==> src/include/core_settings.svh <==
// ##############################
// Core width, register count
// and reset address macros
// ##############################
`ifndef CORE_SETTINGS_SVH
`define CORE_SETTINGS_SVH

`define XLEN      32            // Data and address width
`define REG_COUNT 32
`define RESET_PC  32'h0000_0000 // First fetch address

`endif
==> src/rtl/core_pkg.sv <==
// ##############################
// Opcodes, instruction views and
// ALU and memory operation types
// ##############################
`default_nettype none

package core_pkg;

  typedef logic [4:0] reg_addr_t;

  // Major opcodes handled by the core
  typedef enum logic [6:0] {
    OPC_OP     = 7'b0110011,
    OPC_OP_IMM = 7'b0010011,
    OPC_LUI    = 7'b0110111,
    OPC_LOAD   = 7'b0000011,
    OPC_STORE  = 7'b0100011
  } opcode_t;

  typedef struct packed {
    logic [6:0] funct7;
    reg_addr_t  rs2;
    reg_addr_t  rs1;
    logic [2:0] funct3;
    reg_addr_t  rd;
    opcode_t    opcode;
  } r_type_t;

  typedef struct packed {
    logic [11:0] imm;
    reg_addr_t   rs1;
    logic [2:0]  funct3;
    reg_addr_t   rd;
    opcode_t     opcode;
  } i_type_t;

  typedef struct packed {
    logic [6:0] imm_hi; // imm[11:5]
    reg_addr_t  rs2;
    reg_addr_t  rs1;
    logic [2:0] funct3;
    logic [4:0] imm_lo; // imm[4:0]
    opcode_t    opcode;
  } s_type_t;

  typedef struct packed {
    logic [19:0] imm;   // imm[31:12]
    reg_addr_t   rd;
    opcode_t     opcode;
  } u_type_t;

  // Same word, decoded per format
  typedef union packed {
    r_type_t r;
    i_type_t i;
    s_type_t s;
    u_type_t u;
  } insn_t;

  typedef enum logic [3:0] {
    ALU_ADD, ALU_SUB, ALU_SLL, ALU_SLT, ALU_SLTU, ALU_XOR,
    ALU_SRL, ALU_SRA, ALU_OR, ALU_AND, ALU_PASS_B
  } alu_op_t;

  typedef enum logic [1:0] {
    MEM_NONE,
    MEM_LOAD,
    MEM_STORE
  } mem_op_t;

endpackage

`default_nettype wire

==> src/rtl/stage_if.sv <==
// ##############################
// Pipeline stage interfaces
// ##############################
`timescale 1ns/100ps
`default_nettype none

`include "core_settings.svh"

// Fetch register contents
interface fetch_dec_if;
  logic                valid;
  logic [`XLEN-1:0]    pc;
  core_pkg::insn_t     insn;

  modport src (output valid, pc, insn);
  modport dst (input valid, pc, insn);
endinterface

interface dec_ex_if;
  logic                valid;
  core_pkg::alu_op_t   alu_op;
  core_pkg::mem_op_t   mem_op;
  core_pkg::reg_addr_t rd;
  logic                rd_en;
  logic [`XLEN-1:0]    op_a;
  logic [`XLEN-1:0]    op_b;
  logic [`XLEN-1:0]    store_data;

  modport src (output valid, alu_op, mem_op, rd, rd_en, op_a, op_b, store_data);
  modport dst (input valid, alu_op, mem_op, rd, rd_en, op_a, op_b, store_data);
endinterface

// Result doubles as data address for loads and stores
interface ex_wb_if;
  logic                valid;
  core_pkg::mem_op_t   mem_op;
  core_pkg::reg_addr_t rd;
  logic                rd_en;
  logic [`XLEN-1:0]    result;
  logic [`XLEN-1:0]    store_data;

  modport src (output valid, mem_op, rd, rd_en, result, store_data);
  modport dst (input valid, mem_op, rd, rd_en, result, store_data);
endinterface

`default_nettype wire

==> src/rtl/rv_core.sv <==
// ##############################
// RV32I core top level
// ##############################
`timescale 1ns/100ps
`default_nettype none

`include "core_settings.svh"

module rv_core (
  input  logic                clk,
  input  logic                arst_n,
  output logic [`XLEN-1:0]    imem_addr,
  input  logic [`XLEN-1:0]    imem_data,
  input  logic                imem_ready,  // Low freezes every stage
  output logic [`XLEN-1:0]    dmem_addr,
  output logic [`XLEN-1:0]    dmem_wdata,
  output logic                dmem_we,
  output logic                dmem_re,
  input  logic [`XLEN-1:0]    dmem_rdata,
  output logic                wb_valid,
  output core_pkg::reg_addr_t wb_rd,
  output logic [`XLEN-1:0]    wb_data
);

  logic                stall;
  core_pkg::reg_addr_t rs1;
  core_pkg::reg_addr_t rs2;
  logic [`XLEN-1:0]    rs1_data;
  logic [`XLEN-1:0]    rs2_data;
  logic                wr_en;
  core_pkg::reg_addr_t wr_addr;
  logic [`XLEN-1:0]    wr_data;

  fetch_dec_if fd_if ();
  dec_ex_if    de_if ();
  ex_wb_if     ew_if ();

  assign stall = ~imem_ready;

  fetch_stage fetch_stage_i (
    .clk      (clk),
    .arst_n   (arst_n),
    .stall    (stall),
    .imem_addr(imem_addr),
    .imem_data(imem_data),
    .fd       (fd_if.src)
  );

  reg_file reg_file_i (
    .clk     (clk),
    .arst_n  (arst_n),
    .rs1     (rs1),
    .rs2     (rs2),
    .rs1_data(rs1_data),
    .rs2_data(rs2_data),
    .wr_en   (wr_en),
    .wr_addr (wr_addr),
    .wr_data (wr_data)
  );

  decode_stage decode_stage_i (
    .clk     (clk),
    .arst_n  (arst_n),
    .stall   (stall),
    .fd      (fd_if.dst),
    .rs1     (rs1),
    .rs2     (rs2),
    .rs1_data(rs1_data),
    .rs2_data(rs2_data),
    .de      (de_if.src)
  );

  execute_stage execute_stage_i (
    .clk   (clk),
    .arst_n(arst_n),
    .stall (stall),
    .de    (de_if.dst),
    .ew    (ew_if.src)
  );

  mem_wb_stage mem_wb_stage_i (
    .stall     (stall),
    .ew        (ew_if.dst),
    .dmem_addr (dmem_addr),
    .dmem_wdata(dmem_wdata),
    .dmem_we   (dmem_we),
    .dmem_re   (dmem_re),
    .dmem_rdata(dmem_rdata),
    .wr_en     (wr_en),
    .wr_addr   (wr_addr),
    .wr_data   (wr_data),
    .wb_valid  (wb_valid),
    .wb_rd     (wb_rd),
    .wb_data   (wb_data)
  );

endmodule

`default_nettype wire

==> src/rtl/mem_wb_stage.sv <==
// ##############################
// Data memory access, writeback
// and retire trace
// ##############################
`timescale 1ns/100ps
`default_nettype none

`include "core_settings.svh"

module mem_wb_stage (
  input  logic                stall,
  ex_wb_if.dst                ew,
  output logic [`XLEN-1:0]    dmem_addr,
  output logic [`XLEN-1:0]    dmem_wdata,
  output logic                dmem_we,
  output logic                dmem_re,
  input  logic [`XLEN-1:0]    dmem_rdata,
  output logic                wr_en,
  output core_pkg::reg_addr_t wr_addr,
  output logic [`XLEN-1:0]    wr_data,
  output logic                wb_valid,
  output core_pkg::reg_addr_t wb_rd,
  output logic [`XLEN-1:0]    wb_data
);

  logic fire; // Instruction completes this cycle

  assign fire = ew.valid & ~stall;

  assign dmem_addr  = ew.result;
  assign dmem_wdata = ew.store_data;
  assign dmem_we    = fire && (ew.mem_op == core_pkg::MEM_STORE);
  assign dmem_re    = fire && (ew.mem_op == core_pkg::MEM_LOAD);

  assign wr_en   = fire & ew.rd_en;
  assign wr_addr = ew.rd;
  assign wr_data = (ew.mem_op == core_pkg::MEM_LOAD) ? dmem_rdata : ew.result;

  // Stores show up with rd and data zero
  assign wb_valid = fire;
  assign wb_rd    = ew.rd_en ? ew.rd : '0;
  assign wb_data  = ew.rd_en ? wr_data : '0;

endmodule

`default_nettype wire

==> src/rtl/execute_stage.sv <==
// ##############################
// ALU and execute register
// ##############################
`timescale 1ns/100ps
`default_nettype none

`include "core_settings.svh"

module execute_stage (
  input  logic  clk,
  input  logic  arst_n,
  input  logic  stall,
  dec_ex_if.dst de,
  ex_wb_if.src  ew
);

  logic [`XLEN-1:0] alu_res;
  logic [4:0]       shamt;

  assign shamt = de.op_b[4:0];

  always_comb begin
    case (de.alu_op)
      core_pkg::ALU_ADD:  alu_res = de.op_a + de.op_b; // Also load/store address
      core_pkg::ALU_SUB:  alu_res = de.op_a - de.op_b;
      core_pkg::ALU_SLL:  alu_res = de.op_a << shamt;
      core_pkg::ALU_SLT:  alu_res = {{(`XLEN-1){1'b0}}, $signed(de.op_a) < $signed(de.op_b)};
      core_pkg::ALU_SLTU: alu_res = {{(`XLEN-1){1'b0}}, de.op_a < de.op_b};
      core_pkg::ALU_XOR:  alu_res = de.op_a ^ de.op_b;
      core_pkg::ALU_SRL:  alu_res = de.op_a >> shamt;
      core_pkg::ALU_SRA:  alu_res = $unsigned($signed(de.op_a) >>> shamt);
      core_pkg::ALU_OR:   alu_res = de.op_a | de.op_b;
      core_pkg::ALU_AND:  alu_res = de.op_a & de.op_b;
      default:            alu_res = de.op_b; // LUI
    endcase
  end

  always_ff @(posedge clk or negedge arst_n) begin
    if (!arst_n) ew.valid <= 1'b0;
    else if (!stall) ew.valid <= de.valid;
  end

  always_ff @(posedge clk) begin
    if (!stall) begin
      ew.mem_op     <= de.mem_op;
      ew.rd         <= de.rd;
      ew.rd_en      <= de.rd_en;
      ew.result     <= alu_res;
      ew.store_data <= de.store_data;
    end
  end

endmodule

`default_nettype wire

==> src/rtl/decode_stage.sv <==
// ##############################
// Instruction decode, immediates
// and the decode register
// ##############################
`timescale 1ns/100ps
`default_nettype none

`include "core_settings.svh"

module decode_stage (
  input  logic                clk,
  input  logic                arst_n,
  input  logic                stall,
  fetch_dec_if.dst            fd,
  output core_pkg::reg_addr_t rs1,
  output core_pkg::reg_addr_t rs2,
  input  logic [`XLEN-1:0]    rs1_data,
  input  logic [`XLEN-1:0]    rs2_data,
  dec_ex_if.src               de
);

  logic [`XLEN-1:0]  imm_i;
  logic [`XLEN-1:0]  imm_s;
  logic [`XLEN-1:0]  imm_u;
  logic [`XLEN-1:0]  op_b;
  logic              alt;      // Bit 30 selects SUB or SRA
  logic              dec_ok;
  logic              rd_en;
  core_pkg::alu_op_t arith_op;
  core_pkg::alu_op_t alu_op;
  core_pkg::mem_op_t mem_op;

  assign rs1 = fd.insn.r.rs1;
  assign rs2 = fd.insn.r.rs2;

  assign imm_i = {{(`XLEN-12){fd.insn.i.imm[11]}}, fd.insn.i.imm};
  assign imm_s = {{(`XLEN-12){fd.insn.s.imm_hi[6]}}, fd.insn.s.imm_hi, fd.insn.s.imm_lo};
  assign imm_u = {fd.insn.u.imm, 12'b0};

  // For OP-IMM only the shifts look at bit 30
  assign alt = fd.insn.r.funct7[5] &
               ((fd.insn.r.opcode == core_pkg::OPC_OP) || (fd.insn.r.funct3 == 3'b101));

  always_comb begin
    case (fd.insn.r.funct3)
      3'b000:  arith_op = alt ? core_pkg::ALU_SUB : core_pkg::ALU_ADD;
      3'b001:  arith_op = core_pkg::ALU_SLL;
      3'b010:  arith_op = core_pkg::ALU_SLT;
      3'b011:  arith_op = core_pkg::ALU_SLTU;
      3'b100:  arith_op = core_pkg::ALU_XOR;
      3'b101:  arith_op = alt ? core_pkg::ALU_SRA : core_pkg::ALU_SRL;
      3'b110:  arith_op = core_pkg::ALU_OR;
      default: arith_op = core_pkg::ALU_AND;
    endcase
  end

  always_comb begin
    dec_ok = 1'b1;
    rd_en  = 1'b1;
    alu_op = arith_op;
    mem_op = core_pkg::MEM_NONE;
    op_b   = rs2_data;
    case (fd.insn.r.opcode)
      core_pkg::OPC_OP:     op_b = rs2_data;
      core_pkg::OPC_OP_IMM: op_b = imm_i;
      core_pkg::OPC_LUI: begin
        alu_op = core_pkg::ALU_PASS_B;
        op_b   = imm_u;
      end
      core_pkg::OPC_LOAD: begin
        alu_op = core_pkg::ALU_ADD;
        mem_op = core_pkg::MEM_LOAD;
        op_b   = imm_i;
        dec_ok = (fd.insn.i.funct3 == 3'b010); // LW only
      end
      core_pkg::OPC_STORE: begin
        alu_op = core_pkg::ALU_ADD;
        mem_op = core_pkg::MEM_STORE;
        op_b   = imm_s;
        rd_en  = 1'b0;
        dec_ok = (fd.insn.s.funct3 == 3'b010); // SW only
      end
      default: begin
        dec_ok = 1'b0; // Retires as a bubble
        rd_en  = 1'b0;
      end
    endcase
  end

  always_ff @(posedge clk or negedge arst_n) begin
    if (!arst_n) de.valid <= 1'b0;
    else if (!stall) de.valid <= fd.valid & dec_ok;
  end

  always_ff @(posedge clk) begin
    if (!stall) begin
      de.alu_op     <= alu_op;
      de.mem_op     <= mem_op;
      de.rd         <= fd.insn.r.rd;
      de.rd_en      <= rd_en;
      de.op_a       <= rs1_data;
      de.op_b       <= op_b;
      de.store_data <= rs2_data;
    end
  end

endmodule

`default_nettype wire

==> src/rtl/reg_file.sv <==
// ##############################
// Integer register file
// ##############################
`timescale 1ns/100ps
`default_nettype none

`include "core_settings.svh"

module reg_file (
  input  logic                clk,
  input  logic                arst_n,
  input  core_pkg::reg_addr_t rs1,
  input  core_pkg::reg_addr_t rs2,
  output logic [`XLEN-1:0]    rs1_data,
  output logic [`XLEN-1:0]    rs2_data,
  input  logic                wr_en,
  input  core_pkg::reg_addr_t wr_addr,
  input  logic [`XLEN-1:0]    wr_data
);

  logic [`XLEN-1:0] regs [1:`REG_COUNT-1]; // x0 has no storage

  always_ff @(posedge clk or negedge arst_n) begin
    if (!arst_n) begin
      for (int i = 1; i < `REG_COUNT; i++) regs[i] <= '0;
    end else if (wr_en && wr_addr != '0) begin
      regs[wr_addr] <= wr_data;
    end
  end

  // Write-through keeps a same-cycle writeback visible to decode
  assign rs1_data = (rs1 == '0)                 ? '0      :
                    (wr_en && wr_addr == rs1)   ? wr_data : regs[rs1];
  assign rs2_data = (rs2 == '0)                 ? '0      :
                    (wr_en && wr_addr == rs2)   ? wr_data : regs[rs2];

endmodule

`default_nettype wire

==> src/rtl/fetch_stage.sv <==
// ##############################
// Program counter and fetch reg
// ##############################
`timescale 1ns/100ps
`default_nettype none

`include "core_settings.svh"

module fetch_stage (
  input  logic             clk,
  input  logic             arst_n,
  input  logic             stall,
  output logic [`XLEN-1:0] imem_addr,
  input  logic [`XLEN-1:0] imem_data,
  fetch_dec_if.src         fd
);

  logic [`XLEN-1:0] pc;

  assign imem_addr = pc; // Memory answers in the same cycle

  always_ff @(posedge clk or negedge arst_n) begin
    if (!arst_n) begin
      pc       <= `RESET_PC;
      fd.valid <= 1'b0;
    end else if (!stall) begin
      pc       <= pc + `XLEN'd4;
      fd.valid <= 1'b1;
    end
  end

  always_ff @(posedge clk) begin
    if (!stall) begin
      fd.pc   <= pc;
      fd.insn <= imem_data;
    end
  end

endmodule

`default_nettype wire

==> config.mk <==
export PLATFORM = sky130hd
export DESIGN_NAME = rv_core
export DESIGN_NICKNAME = d
export VERILOG_FILES = /design/src/rtl/core_pkg.sv /design/src/rtl/stage_if.sv /design/src/rtl/rv_core.sv /design/src/rtl/mem_wb_stage.sv /design/src/rtl/execute_stage.sv /design/src/rtl/decode_stage.sv /design/src/rtl/reg_file.sv /design/src/rtl/fetch_stage.sv
export VERILOG_INCLUDE_DIRS = /design/src /design/src/include
export SDC_FILE = /design/constraint.sdc
export NUM_CORES = 2
export LEC_CHECK = 0
export BUFFER_PORTS_ARGS = -buffer_cell sky130_fd_sc_hd__buf_2
export CORE_MARGIN = 2
export CORE_UTILIZATION = 40
export CTS_CLUSTER_DIAMETER = 100
export DETAILED_ROUTE_END_ITERATION = 16
export PLACE_DENSITY = 0.55
export SYNTH_ARGS = -nofsm -noshare
export SYNTH_HDL_FRONTEND = slang
export SYNTH_SLANG_ARGS = --single-unit
==> constraint.sdc <==
create_clock -name clk -period 11.85 [get_ports clk]
set_input_delay 1.7775 -clock clk [delete_from_list [all_inputs] [get_ports clk]]
set_output_delay 1.7775 -clock clk [all_outputs]
set_load 0.05 [all_outputs]
Word-level counts from Yosys, hierarchy flattened:

Index checks and enable logic that the tools add are counted.

* bits in registers: 1239
* bits of input ports: 67
* output and inout bits: 136
* word-level logic and storage cells: 134

* add/subtract/negate cells: 3
* $lt $le $gt $ge: 6
* eq/ne operators: 24
* shift-type cells: 3
* muxes and demuxes: 24
* bitwise logic cells: 10
* reduce and logical (&&, ||, !) cells: 16

Operators by type and width (count)
* 992-bit bitwise mux: 1
* 32-bit binary-select mux with 5-bit select: 2
* 32-bit two-way mux: 10
* 32-bit one-hot mux with 10 select lines: 1
* 32-bit demux with 5-bit select: 1
* 32-bit one-hot mux with 3 select lines: 1
* 32-bit < comparator: 2
* 32-bit by 3-bit adder with 32-bit output, second input constant: 1
* 32-bit adder: 1
* 32-bit AND: 1
* 32-bit bitwise OR: 1
* 32-bit by 5-bit << shifter with 32-bit output: 1
* 32-bit by 5-bit >> shifter with 32-bit output: 1
* 32-bit by 5-bit >>> shifter with 32-bit output: 1
* 32-bit subtractor: 1
* 32-bit bitwise XOR: 1
* 4-bit one-hot mux with 7 select lines: 1
* 7-bit by 6-bit equality test with 1-bit output, second input constant: 3
* 6-bit >= comparator, second input constant: 3
* 5-bit inverter with 6-bit output: 3
* 4-bit by 3-bit equality test with 1-bit output, second input constant: 4
* 5-bit equality test: 2
* 5-bit logical NOT: 2
* 3-bit equality test, second input constant: 3
* other kinds (24): 38

Depth between registers and ports, before layout:

* depth in word-level cells: 7
* depth in mapped cells: 17
* mapped depth without buffers: 14

By module:

A second synthesis with hierarchy kept.

* cells, all modules: 5715
* area, all modules: 74351.3 um^2

Modules (own cells, without submodules)
* reg_file: instances 1, cells an instance 3632, area each 53654.0 um^2
* execute_stage: instances 1, cells an instance 1345, area each 11123.2 um^2
* decode_stage: instances 1, cells an instance 328, area each 4541.9 um^2
* fetch_stage: instances 1, cells an instance 187, area each 3329.4 um^2
* mem_wb_stage: instances 1, cells an instance 222, area each 1699.1 um^2
* rv_core: instances 1, cells an instance 1, area each 3.8 um^2

Worst setup path after synthesis:

OpenSTA, ideal clock, no wires.

* path kind: input port to output port
* start point: input port imem_ready
* end point: output port dmem_we
* arrival: 2.951 ns
* required time: 10.073 ns
* setup slack: 7.121 ns
* stages on the path: 3
* path through: and2_1 -> clkbuf_1 -> and3b_1

* longest elaborated chain between the ends: 2

Ends and longest elaborated chain
* from (decl): line rv_core.sv:14 `input logic imem_ready,`
* 1-bit AND: line mem_wb_stage.sv:28 `assign fire = ew.valid & ~stall;`
* net wb_valid: line rv_core.sv:20 `output logic wb_valid,`
* 1-bit logical AND: line mem_wb_stage.sv:32 `assign dmem_we = fire && (ew.mem_op == core_pkg::MEM_STORE);`
* to (decl): line rv_core.sv:17 `output logic dmem_we,`

The timed path passes the listed nets, and every way through them passes these cells.

Worst setup path after layout:

* start point: register execute_stage_i.ew.mem_op[0]
* end point: output port wb_data[15]

* longest elaborated chain between the ends: 3

Ends and longest elaborated chain
* from (decl): line stage_if.sv:42 `modport src (output valid, mem_op, rd, rd_en, result, store_data);`
* 2-bit by 1-bit equality test with 1-bit output: line mem_wb_stage.sv:37 `assign wr_data = (ew.mem_op == core_pkg::MEM_LOAD) ? dmem_rdata : ew.result;`
* 32-bit two-way mux: line mem_wb_stage.sv:37
* 32-bit two-way mux: line mem_wb_stage.sv:42 `assign wb_data = ew.rd_en ? wr_data : '0;`
* to (decl): line rv_core.sv:22 `` output logic [`XLEN-1:0] wb_data ``

No other way between the ends.

==> flow_summary.toml <==
[setup_path]
path_buf_inv = 2
cp.depth = 5
slowest_stage = "nor2b_4"
cp.required_ps = 10070
crit_chain = "nor2b_4 -> buf_4 -> mux2_2 -> and2_1 -> buf_2"
cpPeakStageDelay_ps = 870
startpoint_type = "flip-flop"
critical_path_class = "reg -> out"
worst_setup_path_end_kind = "output port"
cp.arrival_ps = 4080
worstRegToRegCells = 14
crit_family = "simple AND/OR/NAND/NOR gates"
worstPathMaxFanout = 41

[sta]
final_max_slew_viol_count = 0
hold_viol = 0
setup_viol = 0
period_needed_ps = 5857
fmax_mhz = 170.7
post-route-period-util_pct = 49.42
whs_ps = 413.7
fin_skew_ps = 46.80
rsz0062_at_grt = "false"
tns_ps = 0
tightestPinTransition_ps = 1224
relSlewSlack_pct = 18.40
finalWorstSetupSlack_ps = 5993

[route]
vias = 52350
first_pass_iters = 6
drcViolationCount = 0
drt-vias-per-instance = 6.021
drt_wl_total_um = 252300
wl_per_cell_um = 29.02
antenna_left = 0
drt_iter0_drc = 5421

[synth]
ys_types = 85
ys.flop_type = "dfrtp_1"
netlist.area_leader.share_pct = 36.88
synth.top_cells.by_count = "1025 x dfrtp_1, 846 x nor2_1, 736 x a21oi_1, 636 x nand2_1, 612 x o21ai_0"
synth-edff-count = 212
synth_area_um2 = 69560
yosys_warnings = 0
yosysTopAreaCell = "dfrtp_1"
synthTopCellsByArea = "dfrtp_1 37%, mux4_2 19%, edfxtp_1 9.2%, a21oi_1 5.3%, nor2_1 4.6%"
yosysSeqAreaShare_pct = 46.03
syn_avg_cell_area_um2 = 10.90
synth_cells = 6381
synth_most_common_cell = "dfrtp_1"
async_flop_share_pct = 82.86
ys_ff_latch = 1237

[die]
initial_core_util_pct = 40.15
die-area_um2 = 177200
die_w_um = 421.0
core_area_um2 = 173200
die_h_um = 421.0
rows = 153
ios = 203

[power]
total_power_mw = 10.77
p_switching_mw = 3.086
switching_share_pct = 28.65
combPwrFrac_pct = 14.1
seq_power_share_pct = 42.6
leakagePower_nw = 32.91
p_int_mw = 7.684
peakVddDrop_v = 0.0001620
clockPowerShare_pct = 43.3
power_density_nw_per_um2 = 138.9

[outcome]
status = "completed"

[layout]
drive_gt1_share_pct = 21.50
final_nets = 6420
fin_cells = 8694
final_util_pct = 44.77
area_growth_pct = 11.50
stdcell_area_um2 = 77560

[global_routing]
antenna_found_initial = 3
grtUsageTotal_pct = 28.26
grt_pass1_wl_um = 367900
gr-total-overflow = 0
grt_max_degree = 185
grt_pass1_vias = 51520

[clock_tree]
cts-root-buf = "clkbuf_16"
hold_buffers = 0
post-cts-setup-buffers = 0
cts_buffers = 142
cts_tree = "done"
insertion_delay_ps = 820
cts.path.max_buffers = 3
h-tree-depth = 4
path_clk_slew_ps = 70
clock_sinks = 1237
ctsResizeCount = 0

[placement]
globalplace.congestion = 0.9411
placed_cell_area_um2 = 72610
dp_cells = 8434
place_ws_ps = 6559
numPortBuffers = 200
dp_hpwl_um = 156500

[flow_run]
max_cap_violations = 0

[worst_hold_path]
hold_path.class = "reg -> reg"
whs_path_depth = 0
[registers in the layout (all words and copies together), names as in the netlist]
| signal | flops |
|---|---|
| decode_stage_i.de.rd | 5 |
| execute_stage_i.ew.store_data | 32 |
| execute_stage_i.ew.mem_op | 2 |
| decode_stage_i.de.valid | 1 |
| fetch_stage_i.imem_addr | 30 |
| decode_stage_i.de.store_data | 32 |
| decode_stage_i.de.mem_op | 2 |
| fetch_stage_i.fd.insn | 32 |
| reg_file_i.regs | 992 |
| execute_stage_i.ew.rd_en | 1 |
| execute_stage_i.ew.rd | 5 |
| decode_stage_i.de.alu_op | 4 |
| execute_stage_i.ew.valid | 1 |
| decode_stage_i.de.op_a | 32 |
| fetch_stage_i.fd.valid | 1 |
| execute_stage_i.ew.result | 32 |
| decode_stage_i.de.op_b | 32 |
| decode_stage_i.de.rd_en | 1 |
[worst reg2reg max path, cell delays in order (launching register included)]
cell and delay (ps):
edfxtp_1 360, buf_4 310, inv_2 140, buf_4 580, ha_1 410, a211oi_1 430, o21ai_1 240, a211oi_2 590
nor4_2 110, o21ai_0 400, a2111oi_0 290, a2111oi_1 510, xnor2_1 140, a21oi_1 180, o22ai_1 90
[per-layer routing]
layer | share of wire (%) | global-route usage (%)
met3 | 6.7 | 4.773
met1 | 41 | 37.68
met4 | 5.9 | 15.20
met5 | 0.0067 | 0
met2 | 47 | 44.25
[layout by cell type (no fill, tap or decap), drive strengths merged, types with 40 or more instances in the layout]
master / n
nor2: 846
mux4: 600
a21oi: 736
a22o: 67
clkbuf: 194
edfxtp: 212
nand2: 636
nor3: 40
mux2i: 156
buf: 334
mux2: 115
xnor2: 50
o21ai: 633
and2: 48
dfrtp: 1025
inv: 110
ha: 98
[cell type report]
cell class / instances / area [µm²]
fillers: 16140 / 95690
multi-input cells: 4437 / 35120
flip-flops and latches: 1237 / 32020
clock buffers: 194 / 4065
well taps: 2325 / 2909
repair buffers: 334 / 2190
clock inverters: 64 / 877.1
inverters: 101 / 379.1
diodes: 2 / 5.005
[cell families after synthesis]
family	Yosys count	synth area share [%]
other	1	0.005391
flip-flops	1237	46.03
XOR/XNOR	64	0.8059
AO/OA/AOI/OAI	1691	13.71
multiplexers	871	23.53
buffers and inverters	708	4.092
adder cells (fa/ha/maj)	100	1.820
AND/OR/NAND/NOR	1709	10.01
[path summary, 6_finish.rpt]
| kind | start | slack, ps | to |
|---|---|---|---|
| min in group asynchronous | arst_n | 1030 | fetch_stage_i.imem_addr[25] |
| worst max-delay path | execute_stage_i.ew.mem_op[0] | 5990 | wb_data[15] |
| worst min register to register | decode_stage_i.de.store_data[2] | 410 | execute_stage_i.ew.store_data[2] |
| max in group asynchronous | arst_n | 8360 | reg_file_i.regs[195] |
| worst max register to register | decode_stage_i.de.op_b[2] | 6790 | execute_stage_i.ew.result[30] |
| worst min-delay path | decode_stage_i.de.store_data[2] | 410 | execute_stage_i.ew.store_data[2] |
[power groups by stage]
| stage | Sequential, mW | Clock (mW) | Combinational [mW] |
|---|---|---|---|
| 2_1_floorplan | 4.70 | 0 | 0.862 |
| 3_3_place_gp | 4.66 | 0 | 1.51 |
| 3_5_place_dp | 4.66 | 0 | 1.51 |
| 4_1_cts | 4.58 | 4.74 | 1.52 |
| 5_1_grt | 4.59 | 4.92 | 1.61 |
| 6_report | 4.58 | 4.66 | 1.52 |
(Power assumes the default switching activity.)
